**src/rtl/rc_pkg.sv**
```systemverilog
package rc_pkg;

   // ========================================
   // datapath widths
   // ========================================
   localparam int ADC_W   = 14;    // adc sample, two's complement
   localparam int THETA_W = 16;    // signed surface gain, Q8
   localparam int DT_W    = 10;    // dead-time count
   localparam int SURF_W  = 32;    // switching surface

   localparam int THETA_FRAC = 8;  // fractional bits of theta

   // mid-scale offset for the dac copies
   localparam logic [ADC_W-1:0] DAC_OFFSET = 14'd8191;

   // ========================================
   // switching modes
   // ========================================
   localparam logic [1:0] MODE_HYBRID   = 2'd0;  // sigma follows sign of s
   localparam logic [1:0] MODE_INVERT   = 2'd1;  // sigma follows sign of -s
   localparam logic [1:0] MODE_FORCE_LO = 2'd2;
   localparam logic [1:0] MODE_FORCE_HI = 2'd3;

   // ========================================
   // apb register map
   // ========================================
   localparam logic [3:0] ADDR_CTRL     = 4'h0;  // {mode, enable}
   localparam logic [3:0] ADDR_THETA    = 4'h4;
   localparam logic [3:0] ADDR_DEADTIME = 4'h8;
   localparam logic [3:0] ADDR_STATUS   = 4'hC;  // sticky out-of-range

   // reset values
   localparam logic [2:0]                CTRL_RST  = 3'b000;   // disabled, hybrid
   localparam logic signed [THETA_W-1:0] THETA_RST = 16'sd256; // gain 1.0
   localparam logic [DT_W-1:0]           DT_RST    = 10'd5;

endpackage
```
**src/rtl/rc_top.sv**
```systemverilog
`timescale 1ns/1ps

module rc_top (
   input  logic                            i_arst_n,
   input  logic                            ADA_DCO,
   // apb
   input  logic                            i_psel,
   input  logic                            i_penable,
   input  logic                            i_pwrite,
   input  logic [3:0]                      i_paddr,
   input  logic [31:0]                     i_pwdata,
   output logic [31:0]                     o_prdata,
   output logic                            o_pready,
   output logic                            o_pslverr,
   // adc
   input  logic signed [rc_pkg::ADC_W-1:0] i_ada_data,
   input  logic signed [rc_pkg::ADC_W-1:0] i_adb_data,
   input  logic                            i_ada_or,
   input  logic                            i_adb_or,
   // dac and bridge
   output logic [rc_pkg::ADC_W-1:0]        o_da,
   output logic [rc_pkg::ADC_W-1:0]        o_db,
   output logic                            o_q1,
   output logic                            o_q2,
   output logic                            o_sigma,
   output logic                            o_jump
);
   import rc_pkg::*;

   logic signed [ADC_W-1:0]   w_vc;
   logic signed [ADC_W-1:0]   w_ic;
   logic                      w_ora, w_orb;
   logic                      r_enable;     // from ctrl register
   logic [1:0]                r_mode;
   logic signed [THETA_W-1:0] r_theta;
   logic [DT_W-1:0]           r_deadtime;
   logic                      w_sigma;
   logic                      w_q1, w_q2;   // before enable gating

   rc_adc_capture u_capture (
      .i_arst_n   (i_arst_n),
      .ADA_DCO    (ADA_DCO),
      .i_ada_data (i_ada_data),
      .i_adb_data (i_adb_data),  // channel b sampled on the a clock
      .i_ada_or   (i_ada_or),
      .i_adb_or   (i_adb_or),
      .o_vc       (w_vc),
      .o_ic       (w_ic),
      .o_da       (o_da),
      .o_db       (o_db),
      .o_ora      (w_ora),
      .o_orb      (w_orb)
   );

   rc_apb_regs u_regs (
      .i_arst_n   (i_arst_n),
      .ADA_DCO    (ADA_DCO),
      .i_psel     (i_psel),
      .i_penable  (i_penable),
      .i_pwrite   (i_pwrite),
      .i_paddr    (i_paddr),
      .i_pwdata   (i_pwdata),
      .o_prdata   (o_prdata),
      .o_pready   (o_pready),
      .o_pslverr  (o_pslverr),
      .i_ora      (w_ora),
      .i_orb      (w_orb),
      .o_enable   (r_enable),
      .o_mode     (r_mode),
      .o_theta    (r_theta),
      .o_deadtime (r_deadtime)
   );

   rc_switching_law u_law (
      .i_arst_n (i_arst_n),
      .ADA_DCO  (ADA_DCO),
      .i_vc     (w_vc),
      .i_ic     (w_ic),
      .i_theta  (r_theta),
      .i_mode   (r_mode),
      .o_sigma  (w_sigma),
      .o_jump   (o_jump)
   );

   // ========================================
   // bridge gates
   // ========================================
   rc_dead_time u_dt_q1 (
      .i_arst_n   (i_arst_n),
      .ADA_DCO    (ADA_DCO),
      .i_signal   (~w_sigma),   // low side leg
      .i_deadtime (r_deadtime),
      .o_signal   (w_q1)
   );

   rc_dead_time u_dt_q2 (
      .i_arst_n   (i_arst_n),
      .ADA_DCO    (ADA_DCO),
      .i_signal   (w_sigma),
      .i_deadtime (r_deadtime),
      .o_signal   (w_q2)
   );

   assign o_q1    = w_q1 & r_enable;  // bridge off when disabled
   assign o_q2    = w_q2 & r_enable;
   assign o_sigma = w_sigma;          // law keeps running for monitoring

endmodule

```
**src/rtl/rc_dead_time.sv**
```systemverilog
`timescale 1ns/1ps

module rc_dead_time (
   input  logic                        i_arst_n,
   input  logic                        ADA_DCO,
   input  logic                        i_signal,     // raw gate request
   input  logic [rc_pkg::DT_W-1:0]     i_deadtime,   // cycles of delay on the rising edge
   output logic                        o_signal      // delayed gate
);
   import rc_pkg::*;

   logic [DT_W-1:0] r_cnt;       // cycles the input has been high
   logic [DT_W-1:0] w_cnt_nxt;

   // ========================================
   // saturating high-time counter
   // ========================================
   always_comb begin
      if (!i_signal)
         w_cnt_nxt = '0;              // restart on every low
      else if (r_cnt >= i_deadtime)
         w_cnt_nxt = i_deadtime;      // saturate, also clamps a lowered setting
      else
         w_cnt_nxt = r_cnt + 1'b1;
   end

   always_ff @(posedge ADA_DCO or negedge i_arst_n) begin
      if (!i_arst_n) begin
         r_cnt    <= '0;
         o_signal <= 1'b0;
      end else begin
         r_cnt    <= w_cnt_nxt;
         // rises once the count is reached, drops one cycle after the input
         o_signal <= i_signal && (w_cnt_nxt >= i_deadtime);
      end
   end

endmodule

```
**src/rtl/rc_switching_law.sv**
```systemverilog
`timescale 1ns/1ps

module rc_switching_law (
   input  logic                              i_arst_n,
   input  logic                              ADA_DCO,
   input  logic signed [rc_pkg::ADC_W-1:0]   i_vc,      // capacitor voltage
   input  logic signed [rc_pkg::ADC_W-1:0]   i_ic,      // inductor current
   input  logic signed [rc_pkg::THETA_W-1:0] i_theta,   // surface gain, Q8
   input  logic [1:0]                        i_mode,
   output logic                              o_sigma,   // switching state
   output logic                              o_jump     // pulse on sigma change
);
   import rc_pkg::*;

   logic signed [SURF_W-1:0] w_prod;      // theta * iC, full precision
   logic signed [SURF_W-1:0] r_prod_sc;   // stage 1, scaled back to integer
   logic signed [ADC_W-1:0]  r_vc_d;      // vC lined up with the product
   logic signed [SURF_W-1:0] w_surf;      // s
   logic signed [SURF_W-1:0] w_rule;      // s or -s, by mode
   logic                     w_sigma_nxt;

   // both operands signed, so they are sign extended to 32 bits first
   assign w_prod = i_theta * i_ic;

   // ========================================
   // stage 1, product
   // ========================================
   always_ff @(posedge ADA_DCO) begin
      r_prod_sc <= w_prod >>> THETA_FRAC;  // arithmetic, keeps sign
      r_vc_d    <= i_vc;
   end

   // ========================================
   // stage 2, surface and mode rule
   // ========================================
   assign w_surf = r_vc_d + r_prod_sc;
   assign w_rule = (i_mode == MODE_INVERT) ? -w_surf : w_surf;  // |s| far below 2^31

   always_comb begin
      case (i_mode)
         MODE_HYBRID, MODE_INVERT: begin
            if (w_rule > 0)
               w_sigma_nxt = 1'b1;
            else if (w_rule < 0)
               w_sigma_nxt = 1'b0;
            else
               w_sigma_nxt = o_sigma;   // on the surface, hold
         end
         MODE_FORCE_LO: w_sigma_nxt = 1'b0;
         default:       w_sigma_nxt = 1'b1;   // force high
      endcase
   end

   always_ff @(posedge ADA_DCO or negedge i_arst_n) begin
      if (!i_arst_n) begin
         o_sigma <= 1'b0;
         o_jump  <= 1'b0;
      end else begin
         o_sigma <= w_sigma_nxt;
         o_jump  <= w_sigma_nxt ^ o_sigma;  // high in the cycle sigma shows its new value
      end
   end

endmodule

```
**src/rtl/rc_apb_regs.sv**
```systemverilog
`timescale 1ns/1ps

module rc_apb_regs (
   input  logic                              i_arst_n,
   input  logic                              ADA_DCO,
   input  logic                              i_psel,
   input  logic                              i_penable,
   input  logic                              i_pwrite,
   input  logic [3:0]                        i_paddr,
   input  logic [31:0]                       i_pwdata,
   output logic [31:0]                       o_prdata,
   output logic                              o_pready,
   output logic                              o_pslverr,
   input  logic                              i_ora,       // channel a out of range
   input  logic                              i_orb,       // channel b out of range
   output logic                              o_enable,
   output logic [1:0]                        o_mode,
   output logic signed [rc_pkg::THETA_W-1:0] o_theta,
   output logic [rc_pkg::DT_W-1:0]           o_deadtime
);
   import rc_pkg::*;

   logic       w_access;   // apb access phase
   logic       w_valid;    // address hits one of the four registers
   logic       w_wr;
   logic [1:0] r_status;   // sticky {b, a}

   assign w_access  = i_psel & i_penable;
   assign w_wr      = w_access & i_pwrite & w_valid;
   assign o_pready  = 1'b1;                  // no wait states
   assign o_pslverr = w_access & ~w_valid;

   always_comb begin
      case (i_paddr)
         ADDR_CTRL, ADDR_THETA, ADDR_DEADTIME, ADDR_STATUS: w_valid = 1'b1;
         default:                                            w_valid = 1'b0;
      endcase
   end

   // ========================================
   // control registers
   // ========================================
   always_ff @(posedge ADA_DCO or negedge i_arst_n) begin
      if (!i_arst_n) begin
         o_enable   <= CTRL_RST[0];
         o_mode     <= CTRL_RST[2:1];
         o_theta    <= THETA_RST;
         o_deadtime <= DT_RST;
      end else if (w_wr) begin
         case (i_paddr)
            ADDR_CTRL: begin
               o_enable <= i_pwdata[0];
               o_mode   <= i_pwdata[2:1];
            end
            ADDR_THETA:    o_theta    <= i_pwdata[THETA_W-1:0];
            ADDR_DEADTIME: o_deadtime <= i_pwdata[DT_W-1:0];
            default:       ;   // status handled below
         endcase
      end
   end

   // sticky flags, any status write clears, a new flag beats the clear
   always_ff @(posedge ADA_DCO or negedge i_arst_n) begin
      if (!i_arst_n) begin
         r_status <= 2'b00;
      end else if (w_wr && (i_paddr == ADDR_STATUS)) begin
         r_status <= {i_orb, i_ora};
      end else begin
         r_status <= r_status | {i_orb, i_ora};
      end
   end

   // ========================================
   // read mux
   // ========================================
   always_comb begin
      case (i_paddr)
         ADDR_CTRL:     o_prdata = {29'd0, o_mode, o_enable};
         ADDR_THETA:    o_prdata = {{(32-THETA_W){1'b0}}, o_theta};  // zero filled
         ADDR_DEADTIME: o_prdata = {{(32-DT_W){1'b0}}, o_deadtime};
         ADDR_STATUS:   o_prdata = {30'd0, r_status};
         default:       o_prdata = 32'd0;   // unmapped reads as zero
      endcase
   end

endmodule

```
**src/rtl/rc_adc_capture.sv**
```systemverilog
`timescale 1ns/1ps

module rc_adc_capture (
   input  logic                            i_arst_n,
   input  logic                            ADA_DCO,
   input  logic signed [rc_pkg::ADC_W-1:0] i_ada_data,  // capacitor voltage
   input  logic signed [rc_pkg::ADC_W-1:0] i_adb_data,  // inductor current
   input  logic                            i_ada_or,
   input  logic                            i_adb_or,
   output logic signed [rc_pkg::ADC_W-1:0] o_vc,
   output logic signed [rc_pkg::ADC_W-1:0] o_ic,
   output logic        [rc_pkg::ADC_W-1:0] o_da,
   output logic        [rc_pkg::ADC_W-1:0] o_db,
   output logic                            o_ora,
   output logic                            o_orb
);
   import rc_pkg::*;

   logic signed [ADC_W-1:0] w_neg_a;  // sensor polarity is inverted on the board
   logic signed [ADC_W-1:0] w_neg_b;

   assign w_neg_a = -i_ada_data;  // -8192 wraps onto itself
   assign w_neg_b = -i_adb_data;

   // ========================================
   // sample and dac copy registers
   // ========================================
   always_ff @(posedge ADA_DCO) begin
      o_vc <= w_neg_a;
      o_ic <= w_neg_b;
      // offset binary for the dac, wraps at 14 bits
      o_da <= $unsigned(w_neg_a) + DAC_OFFSET;
      o_db <= $unsigned(w_neg_b) + DAC_OFFSET;
   end

   // out-of-range bits, one cycle to line up with the samples
   always_ff @(posedge ADA_DCO or negedge i_arst_n) begin
      if (!i_arst_n) begin
         o_ora <= 1'b0;
         o_orb <= 1'b0;
      end else begin
         o_ora <= i_ada_or;
         o_orb <= i_adb_or;
      end
   end

endmodule

```
**config.mk**
```make
export PLATFORM = sky130hd
export DESIGN_NAME = rc_top
export DESIGN_NICKNAME = d
export VERILOG_FILES = /design/src/rtl/rc_pkg.sv /design/src/rtl/rc_top.sv /design/src/rtl/rc_dead_time.sv /design/src/rtl/rc_switching_law.sv /design/src/rtl/rc_apb_regs.sv /design/src/rtl/rc_adc_capture.sv
export SDC_FILE = /design/constraint.sdc
export NUM_CORES = 1
export LEC_CHECK = 0
export BUFFER_PORTS_ARGS = -buffer_cell sky130_fd_sc_hd__buf_2
export CORE_ASPECT_RATIO = 0.8
export CORE_UTILIZATION = 40
export CTS_CLUSTER_DIAMETER = 100
export CTS_CLUSTER_SIZE = 30
export DETAILED_ROUTE_END_ITERATION = 10
export PLACE_DENSITY = 0.69
export SYNTH_ARGS = -nofsm -noshare
export SYNTH_HDL_FRONTEND = slang
export SYNTH_SLANG_ARGS = --single-unit
```
**constraint.sdc**
```tcl
create_clock -name ADA_DCO -period 15.35 [get_ports ADA_DCO]
set_input_delay 3.07 -clock ADA_DCO [delete_from_list [all_inputs] [get_ports ADA_DCO]]
set_output_delay 3.07 -clock ADA_DCO [all_outputs]
set_load 0.01 [all_outputs]
```
==> qor_table.md, run 1 <==
| Result | Value |
|---|---|
| Result of the run | finished, final reports clean |
| Worst setup skew after layout | 0.01196 ns |
| P&R area growth vs syn | 9.005% |
| Root cell of the clock tree | sky130_fd_sc_hd__clkbuf_16 |
| H-tree depth reported by CTS | 4 |
| Area enclosed by the die boundary | 42680 µm² |
| Required @ worst endpoint | 12.28 ns |
| Pin count of the biggest net entering global routing | 58 |
| CP Max Fanout | 15 |
| Number of I/O port buffers | 103 |
| Number of resized instances in the post-cts repair step | 0 |
| Total count of hold-check failures in the final report | 0 |
| Top post-synthesis cells by count | 311 x sky130_fd_sc_hd__inv_1, 219 x sky130_fd_sc_hd__fa_1, 158 x sky130_fd_sc_hd__nand2_1 |
| TritonCTS Buffers | 17 |
| Final critical path time including I/O delays and setup | 7.905 ns |
| Hold_ws | 0.3258 ns |
| #FFs+latches synth | 149 |
| Sequence of cells on the critical path | buf_2 -> nor2b_1 -> a22oi_1 -> nor2_1 -> buf_2 |
| Number of violations reported at the end of detailed-routing iteration 0 | 754 |
| Post-placement worst setup slack | 7.576 ns |
| Chip width | 230.7 µm |
| Clock tree buffer depth | 2 |
| Number of placed I/O pins | 137 |
| Total iterations of the first detailed-routing run | 5 |
| CTS tree | built |
| Fraction of the yosys area taken by sequential cells | 0.1954 |
| Cell Area, Placed | 17630 µm² |
| Starting utilization of the core area | 0.4088 |
| Placer's final routability congestion estimate | 0.8897 |
| Core Footprint | 40960 µm² |
| Worst-Margin Slew | 1.294 ns |
| Worst hold path type | reg2reg |
| Worst setup path category | in2out |
| # diodes | 0 |
| Setup tns final | 0 ns |
| Critical Path Slowest Stage Cell | sky130_fd_sc_hd__nor2b_1 |
| Leakage | 9.147 nW |
| Buf/Inv on CP | 2 |
| Antenna violations before repair | 0 |
| Count of placed standard cells in the final layout, fillers left out | 2434 |
| Ys Warns | 0 |
| Endpoint kind of the worst setup timing path | output pin |
| Area of the mapped netlist | 16740 µm² |
| Total design power | 3.559 mW |
| Slew Limit Headroom | 0.1354 |
| Number of flops mapped to enable cells by yosys | 0 |
| Worst vdd rail ir drop | 0.1913 mV |
| Detailed-route DRC error count | 0 |
| Clock slew at the register clock pins of the worst setup and hold paths | 0.06 ns |
| Cts hold-fix bufs | 0 |
| Routed WL | 38140 µm |
| Final Setup Violations | 0 |
| Ratio of cells with drive above 1 in the final layout | 0.1000 |
| Library cell appearing most often on the critical path | sky130_fd_sc_hd__buf_2 |
| Final worst slack | 7.445 ns |
| Latest clock arrival within the worst-skew pair | 0.45 ns |
| Fraction of synthesis flops using an asynchronous set or reset pin | 0.3826 |
| Yosys top cell by area | sky130_fd_sc_hd__fa_1 |
| Number of max-slew violations in the final report | 0 |
| Final core utilization | 0.4456 |
| Most common flop cell mapped by yosys | sky130_fd_sc_hd__dfxtp_1 |
| Global-route usage over all layers | 0.1899 |
| Reported max-cap violation count | 0 |
| Count of fill cells added during filler insertion | 3957 |
| Via count of the first global-routing pass | 13020 |
| Crit path arrival time | 4.84 ns |
| Highest clock frequency the design can meet | 0.1265 GHz |
| Wire length of the first global-routing pass | 64730 µm |
| HPWL after DPL | 30320 µm |
| Cells after DPL | 2402 |
| Kind of cell adding the most delay to the critical path | simple AND/OR/NAND/NOR gates |
| Die Y | 185.0 µm |
| Gate count after technology mapping | 1817 |
| Final period utilization | 0.5150 |
| Ranking of synthesized cells by area | sky130_fd_sc_hd__fa_1 26%, sky130_fd_sc_hd__dfxtp_1 11%, sky130_fd_sc_hd__ha_1 10% |
| Clock sink count | 149 |
| Drt wl/cell | 15.67 µm |
| Peak per-stage delay on the critical path | 1.02 ns |
| Distinct cell type count of the synthesized netlist | 81 |
| Post-route cell area | 18250 µm² |
| Critical path startpoint category | input pin |
| Via/cell ratio | 5.214 |
| ANT nets after route | 0 |
| Total power per unit cell area | 195.0 nW/µm² |
| Final global-route overflow total | 0 |
| Setup Buffers After CTS | 0 |
| Most instantiated library cell after synthesis | sky130_fd_sc_hd__inv_1 |
| Row count | 66 |
| Vias | 12690 |
| RSZ-0062 raised after global routing | no |
| Layout net count | 2302 |
| Avg Cell Area, Syn | 9.214 µm² |
| Top cell type's share of synthesized area | 0.2619 |
## logic make-up (layout without fill, tap and decap cells)
logic type	Yosys count	after routing	synth area share
AO/OA/AOI/OAI	239	239	0.1043
XOR/XNOR	104	104	0.05441
adder cells (fa/ha/maj)	355	355	0.3634
buffers and inverters	393	451	0.09379
flip-flops	149	149	0.1954
multiplexers	38	38	0.02586
other	2	17	0.0004486
AND/OR/NAND/NOR	537	537	0.1625
## flip-flops by register name, indices dropped and copies added (netlist names)
signal             count
u_regs.r_status        2
u_capture.o_vc        14
u_dt_q2.r_cnt         10
u_capture.o_ora        1
u_capture.o_db        14
u_law.o_jump           1
u_regs.o_enable        1
u_capture.o_orb        1
u_capture.o_da        14
u_law.r_vc_d          14
u_dt_q1.o_signal       1
u_law.r_prod_sc       22
u_regs.o_mode          2
u_regs.o_theta        16
u_regs.o_deadtime     10
u_capture.o_ic        14
u_dt_q1.r_cnt         10
u_dt_q2.o_signal       1
u_law.o_sigma          1
## per-layer routing
metal  GRT usage  routed length [µm]
met1      0.2529               17070
met2      0.3167               18290
met3     0.02802                1907
met4     0.06225                 870
met5           0                   0
## placed cells by master (no fill, tap or decap), types with 14 or more instances in the layout
cell,synthesis,layout
sky130_fd_sc_hd__a21o_1,53,53
sky130_fd_sc_hd__xnor2_1,73,73
sky130_fd_sc_hd__nand2_1,158,158
sky130_fd_sc_hd__dfxtp_1,92,92
sky130_fd_sc_hd__o21ai_0,25,25
sky130_fd_sc_hd__dfrtp_1,54,54
sky130_fd_sc_hd__ha_1,135,135
sky130_fd_sc_hd__and2_1,131,131
sky130_fd_sc_hd__mux2i_1,14,14
sky130_fd_sc_hd__nor2_1,88,88
sky130_fd_sc_hd__conb_1,2,17
sky130_fd_sc_hd__fa_1,219,219
sky130_fd_sc_hd__inv_1,311,311
sky130_fd_sc_hd__and3_1,15,15
sky130_fd_sc_hd__a211oi_1,22,22
sky130_fd_sc_hd__clkbuf_16,0,18
sky130_fd_sc_hd__nand2b_1,17,17
sky130_fd_sc_hd__mux2_2,22,22
sky130_fd_sc_hd__buf_2,7,103
sky130_fd_sc_hd__a21oi_1,43,43
sky130_fd_sc_hd__xor2_1,31,31
sky130_fd_sc_hd__nor3_1,29,29
sky130_fd_sc_hd__nand3_1,33,33
## path summary, 6_finish.rpt
path,start,end,slack (ns),depth (start not counted)
worst max-delay path,i_paddr[2],o_prdata[6],7.44,5
worst min-delay path,u_capture.o_vc[2],u_law.r_vc_d[2],0.33,0
min in group asynchronous,i_arst_n,u_capture.o_orb,2.77,2
max in group asynchronous,i_arst_n,u_regs.o_theta[12],12.01,2
worst min register to register,u_capture.o_vc[2],u_law.r_vc_d[2],0.33,0
worst max register to register,u_regs.o_theta[7],u_law.r_prod_sc[21],8.09,22
## where the power goes
part	switching (mW)	internal (mW)
clock network	0.194	0.259
registers	0.0803	0.485
logic	1.44	1.10
total	1.72	1.84
## final cells by class
| type | instances | area [µm²] | share of cell area |
|---|---|---|---|
| multi-input cells | 1290 | 11960 | 0.6552 |
| well taps | 544 | 680.7 | 0.03730 |
| flip-flops and latches | 149 | 3272 | 0.1793 |
| repair buffers | 108 | 553.0 | 0.03030 |
| clock buffers | 19 | 464.2 | 0.02544 |
| clock inverters | 13 | 156.4 | 0.008570 |
| inverters | 311 | 1167 | 0.06397 |
(Power assumes the default switching activity.)
==> inputs of run 2 (changes only) <==
- ABC_AREA: unset -> 1
- PLACE_DENSITY: 0.69 -> 0.71
- clock period: 15.35 -> 6.56 ns (I/O delays scaled with it)
==> run 2 against run 1 <==
Clock skew rose by 0.010 ns. Setup slack got worse by 7.1 ns. Utilization shrank 0.12 points. Cell count increased by 22%. First-iteration DRC count grew 48%. Die area rose by 4.2%. Non-clock buffer count increased by 26. Global-route usage is 0.77 points higher. Wire length grew 12%. Register-to-register slack lost 7.8 ns.
==> qor_table.md, run 2 <==
| Result | Value |
|---|---|
| CTS tree | built |
| Worst hold path type | reg2reg |
| Starting utilization of the core area | 0.4052 |
| Largest registers ranked by flip-flop count | u_law.r_prod_sc (22), u_regs.o_theta (16) |
| Pin count of the biggest net entering global routing | 58 |
| Root cell of the clock tree | sky130_fd_sc_hd__clkbuf_16 |
| Ys Warns | 0 |
| Ranking of synthesized cells by area | sky130_fd_sc_hd__fa_1 25%, sky130_fd_sc_hd__inv_1 12%, sky130_fd_sc_hd__nand2_1 12% |
| Reg-to-reg critical path endpoint | u_law.r_prod_sc[19] |
| Slew Limit Headroom | 0.3907 |
| Terminating pin of the worst hold path | u_law.r_vc_d[3] |
| Final global-route overflow total | 0 |
| Die Y | 188.8 µm |
| Combinational family with the most area after synthesis | adder cells |
| Count of placed standard cells in the final layout, fillers left out | 2981 |
| CP Max Fanout | 10 |
| Total iterations of the first detailed-routing run | 6 |
| # diodes | 0 |
| Row count | 68 |
| Cells after DPL | 2949 |
| Global-route usage over all layers | 0.1976 |
| Via/cell ratio | 4.855 |
| Top sig layer | met4 |
| Number of I/O port buffers | 103 |
| DR WL met3 | 3062 µm |
| Drt wl/cell | 14.38 µm |
| Post-synthesis share of cell area spent on and, or, nand and nor gates | 0.2087 |
| #FFs+latches synth | 149 |
| Highest-count cells in the layout ignoring fill and taps | 580 x sky130_fd_sc_hd__inv_1, 542 x sky130_fd_sc_hd__nand2_1, 219 x sky130_fd_sc_hd__fa_1 |
| Distinct cell type count of the synthesized netlist | 51 |
| Via count of the first global-routing pass | 14330 |
| TritonCTS Buffers | 17 |
| Hold Path Stages | 0 |
| Routed WL | 42860 µm |
| Avg Cell Area, Syn | 7.526 µm² |
| Required @ worst endpoint | 6.94 ns |
| Max FFs per register | 22 |
| Reported max-cap violation count | 0 |
| Post-route cell area | 19130 µm² |
| Result of the run | finished, final reports clean |
| Detailed-route DRC error count | 0 |
| Most instantiated library cell after synthesis | sky130_fd_sc_hd__inv_1 |
| Final Setup Violations | 0 |
| Layout net count | 2833 |
| Number of placed I/O pins | 137 |
| Antenna violations before repair | 0 |
| Number of flops mapped to enable cells by yosys | 0 |
| Count of fill cells added during filler insertion | 4248 |
| Most common flop cell mapped by yosys | sky130_fd_sc_hd__dfxtp_1 |
| Number of max-slew violations in the final report | 0 |
| H-tree depth reported by CTS | 4 |
| Total count of hold-check failures in the final report | 0 |
| Startpoint of the tightest hold check path | u_capture.o_vc[3] |
| Worst setup path category | reg2reg |
| Critical path startpoint category | register |
| Yosys top cell by area | sky130_fd_sc_hd__fa_1 |
| Cell depth of the worst flop-to-flop path | 24 |
| FF-to-FF Start | u_regs.o_theta[7] |
| Ratio of cells with drive above 1 in the final layout | 0.09128 |
| Core Footprint | 43050 µm² |
| Vias | 14470 |
| Crit path arrival time | 6.62 ns |
| Register-to-register setup slack | 0.32 ns |
| Clock slew at the register clock pins of the worst setup and hold paths | 0.07 ns |
| ANT nets after route | 0 |
| Clock tree buffer depth | 2 |
| Final critical path time including I/O delays and setup | 6.244 ns |
| Top cell type's share of synthesized area | 0.2513 |
| Fraction of the yosys area taken by sequential cells | 0.1876 |
| Worst setup skew after layout | 0.02209 ns |
| Met2 layer wire length in the routed design | 19110 µm |
| Highest clock frequency the design can meet | 0.1602 GHz |
| Top post-synthesis cells by count | 580 x sky130_fd_sc_hd__inv_1, 542 x sky130_fd_sc_hd__nand2_1, 219 x sky130_fd_sc_hd__fa_1 |
| XOR/XNOR Fraction of Synth Area | 0.04110 |
| RSZ-0062 raised after global routing | no |
| Gate count after technology mapping | 2318 |
| Compound-Gate Fraction of Synth Area | 0.06699 |
| Setup tns final | 0 ns |
| Final period utilization | 0.9518 |
| Chip width | 235.5 µm |
| Proportion of synthesized area in mux cells | 0 |
| Area enclosed by the die boundary | 44460 µm² |
| Wire length of the first global-routing pass | 70180 µm |
| Cell Area, Placed | 18580 µm² |
| Most common library cell in the layout ignoring fill and taps | sky130_fd_sc_hd__inv_1 |
| DRT met1 WL | 19560 µm |
| Placer's final routability congestion estimate | 0.9006 |
| Endpoint kind of the worst setup timing path | register |
| Fraction of synthesis flops using an asynchronous set or reset pin | 0.3826 |
| Final core utilization | 0.4443 |
| Register name with the most flops | u_law.r_prod_sc |
| Adder-Cell Fraction of Synth Area | 0.3482 |
| P&R area growth vs syn | 9.654% |
| Area of the mapped netlist | 17440 µm² |
| Latest clock arrival within the worst-skew pair | 0.47 ns |
| Number of violations reported at the end of detailed-routing iteration 0 | 1116 |
| HPWL after DPL | 35690 µm |
| Worst-Margin Slew | 0.9117 ns |
| Clock sink count | 149 |
run 2: cell types whose count changed after synthesis, moves of 17 or more:
cell / change
sky130_fd_sc_hd__a21o_1: -48
sky130_fd_sc_hd__a21oi_1: +39
sky130_fd_sc_hd__and2_1: -130
sky130_fd_sc_hd__inv_1: +269
sky130_fd_sc_hd__mux2_2: -22
sky130_fd_sc_hd__nand2_1: +384
sky130_fd_sc_hd__nand2_2: +18
sky130_fd_sc_hd__nand2b_1: -17
sky130_fd_sc_hd__nand3_1: +54
sky130_fd_sc_hd__nor2_1: +43
sky130_fd_sc_hd__o21ai_0: +44
sky130_fd_sc_hd__xnor2_1: -43
sky130_fd_sc_hd__xor2_1: +19
run 2: critical path, cell delays in order, from the launching register on:
cell and delay, ns:
sky130_fd_sc_hd__dfrtp_1 0.58, sky130_fd_sc_hd__buf_4 0.28, sky130_fd_sc_hd__nand2_1 0.10, sky130_fd_sc_hd__fa_1 0.54, sky130_fd_sc_hd__fa_1 0.45, sky130_fd_sc_hd__fa_1 0.49
sky130_fd_sc_hd__inv_1 0.06, sky130_fd_sc_hd__fa_1 0.50, sky130_fd_sc_hd__fa_1 0.55, sky130_fd_sc_hd__inv_1 0.06, sky130_fd_sc_hd__fa_1 0.53, sky130_fd_sc_hd__inv_1 0.04
sky130_fd_sc_hd__ha_1 0.36, sky130_fd_sc_hd__nand2_1 0.11, sky130_fd_sc_hd__inv_1 0.06, sky130_fd_sc_hd__nand3_1 0.08, sky130_fd_sc_hd__nand3_1 0.10, sky130_fd_sc_hd__a21oi_2 0.20
sky130_fd_sc_hd__o21ai_0 0.16, sky130_fd_sc_hd__nand4_1 0.11, sky130_fd_sc_hd__o211ai_1 0.13, sky130_fd_sc_hd__a21oi_1 0.28, sky130_fd_sc_hd__inv_1 0.07, sky130_fd_sc_hd__a21oi_1 0.17
sky130_fd_sc_hd__xor2_1 0.16
run 2: cells by family after synthesis:
group / count (synthesis)
and+or+nand+nor: 864
buffers and inverters: 663
adders and majority gates: 354
AOI/OAI and AO/OA: 205
DFF: 149
xor gates and xnor gates: 81
other: 2
run 2: per-stage QoR:
step	setup slack [ns]	hold slack [ns]
detailed placement	0.2517	0.3121
finish	0.3164	0.3267
global placement	0.3460	0.3135
global route	0.006056	0.3319
CTS	0.2208	0.3277
floorplan	0.6226	0.3096
run 2: worst max-delay path by stage:
stage,start,slack [ns],depth (start not counted),to
final,u_regs.o_theta[7],0.32,24,u_law.r_prod_sc[19]
after global routing,u_capture.o_ic[4],0.006,27,u_law.r_prod_sc[19]
after CTS,u_regs.o_theta[7],0.22,24,u_law.r_prod_sc[19]
after detailed placement,u_regs.o_theta[9],0.25,25,u_law.r_prod_sc[19]
after global placement,u_regs.o_theta[9],0.35,25,u_law.r_prod_sc[19]
after floorplan,u_regs.o_theta[8],0.62,25,u_law.r_prod_sc[19]
run 2: per-layer routing:
metal	global-route usage	vias to the layer above
li1	-	7061
met1	0.2700	6851
met2	0.3152	485
met3	0.03589	77
met4	0.06662	0
met5	0	-
run 2: layout make-up:
class,instances,area [µm²],area share
Clock buffer,17,425.4,0.02224
Clock inverter,15,117.6,0.006149
Inverter,585,2196,0.1148
Multi-Input combinational cell,1521,11670,0.6100
Sequential cell,149,3273,0.1711
Tap cell,560,700.7,0.03663
Timing Repair Buffer,134,748.2,0.03912
run 2: timing repair:
action / in CTS / in global routing
hold buffers: 0 / 0
endpoints found under the setup margin: 0 / 1
buffers inserted: 0 / 0
gates resized for setup: 0 / 2
Power of run 2 is not shown: default switching activity piles up to over one toggle a cycle in this logic, so the estimate is an artifact.
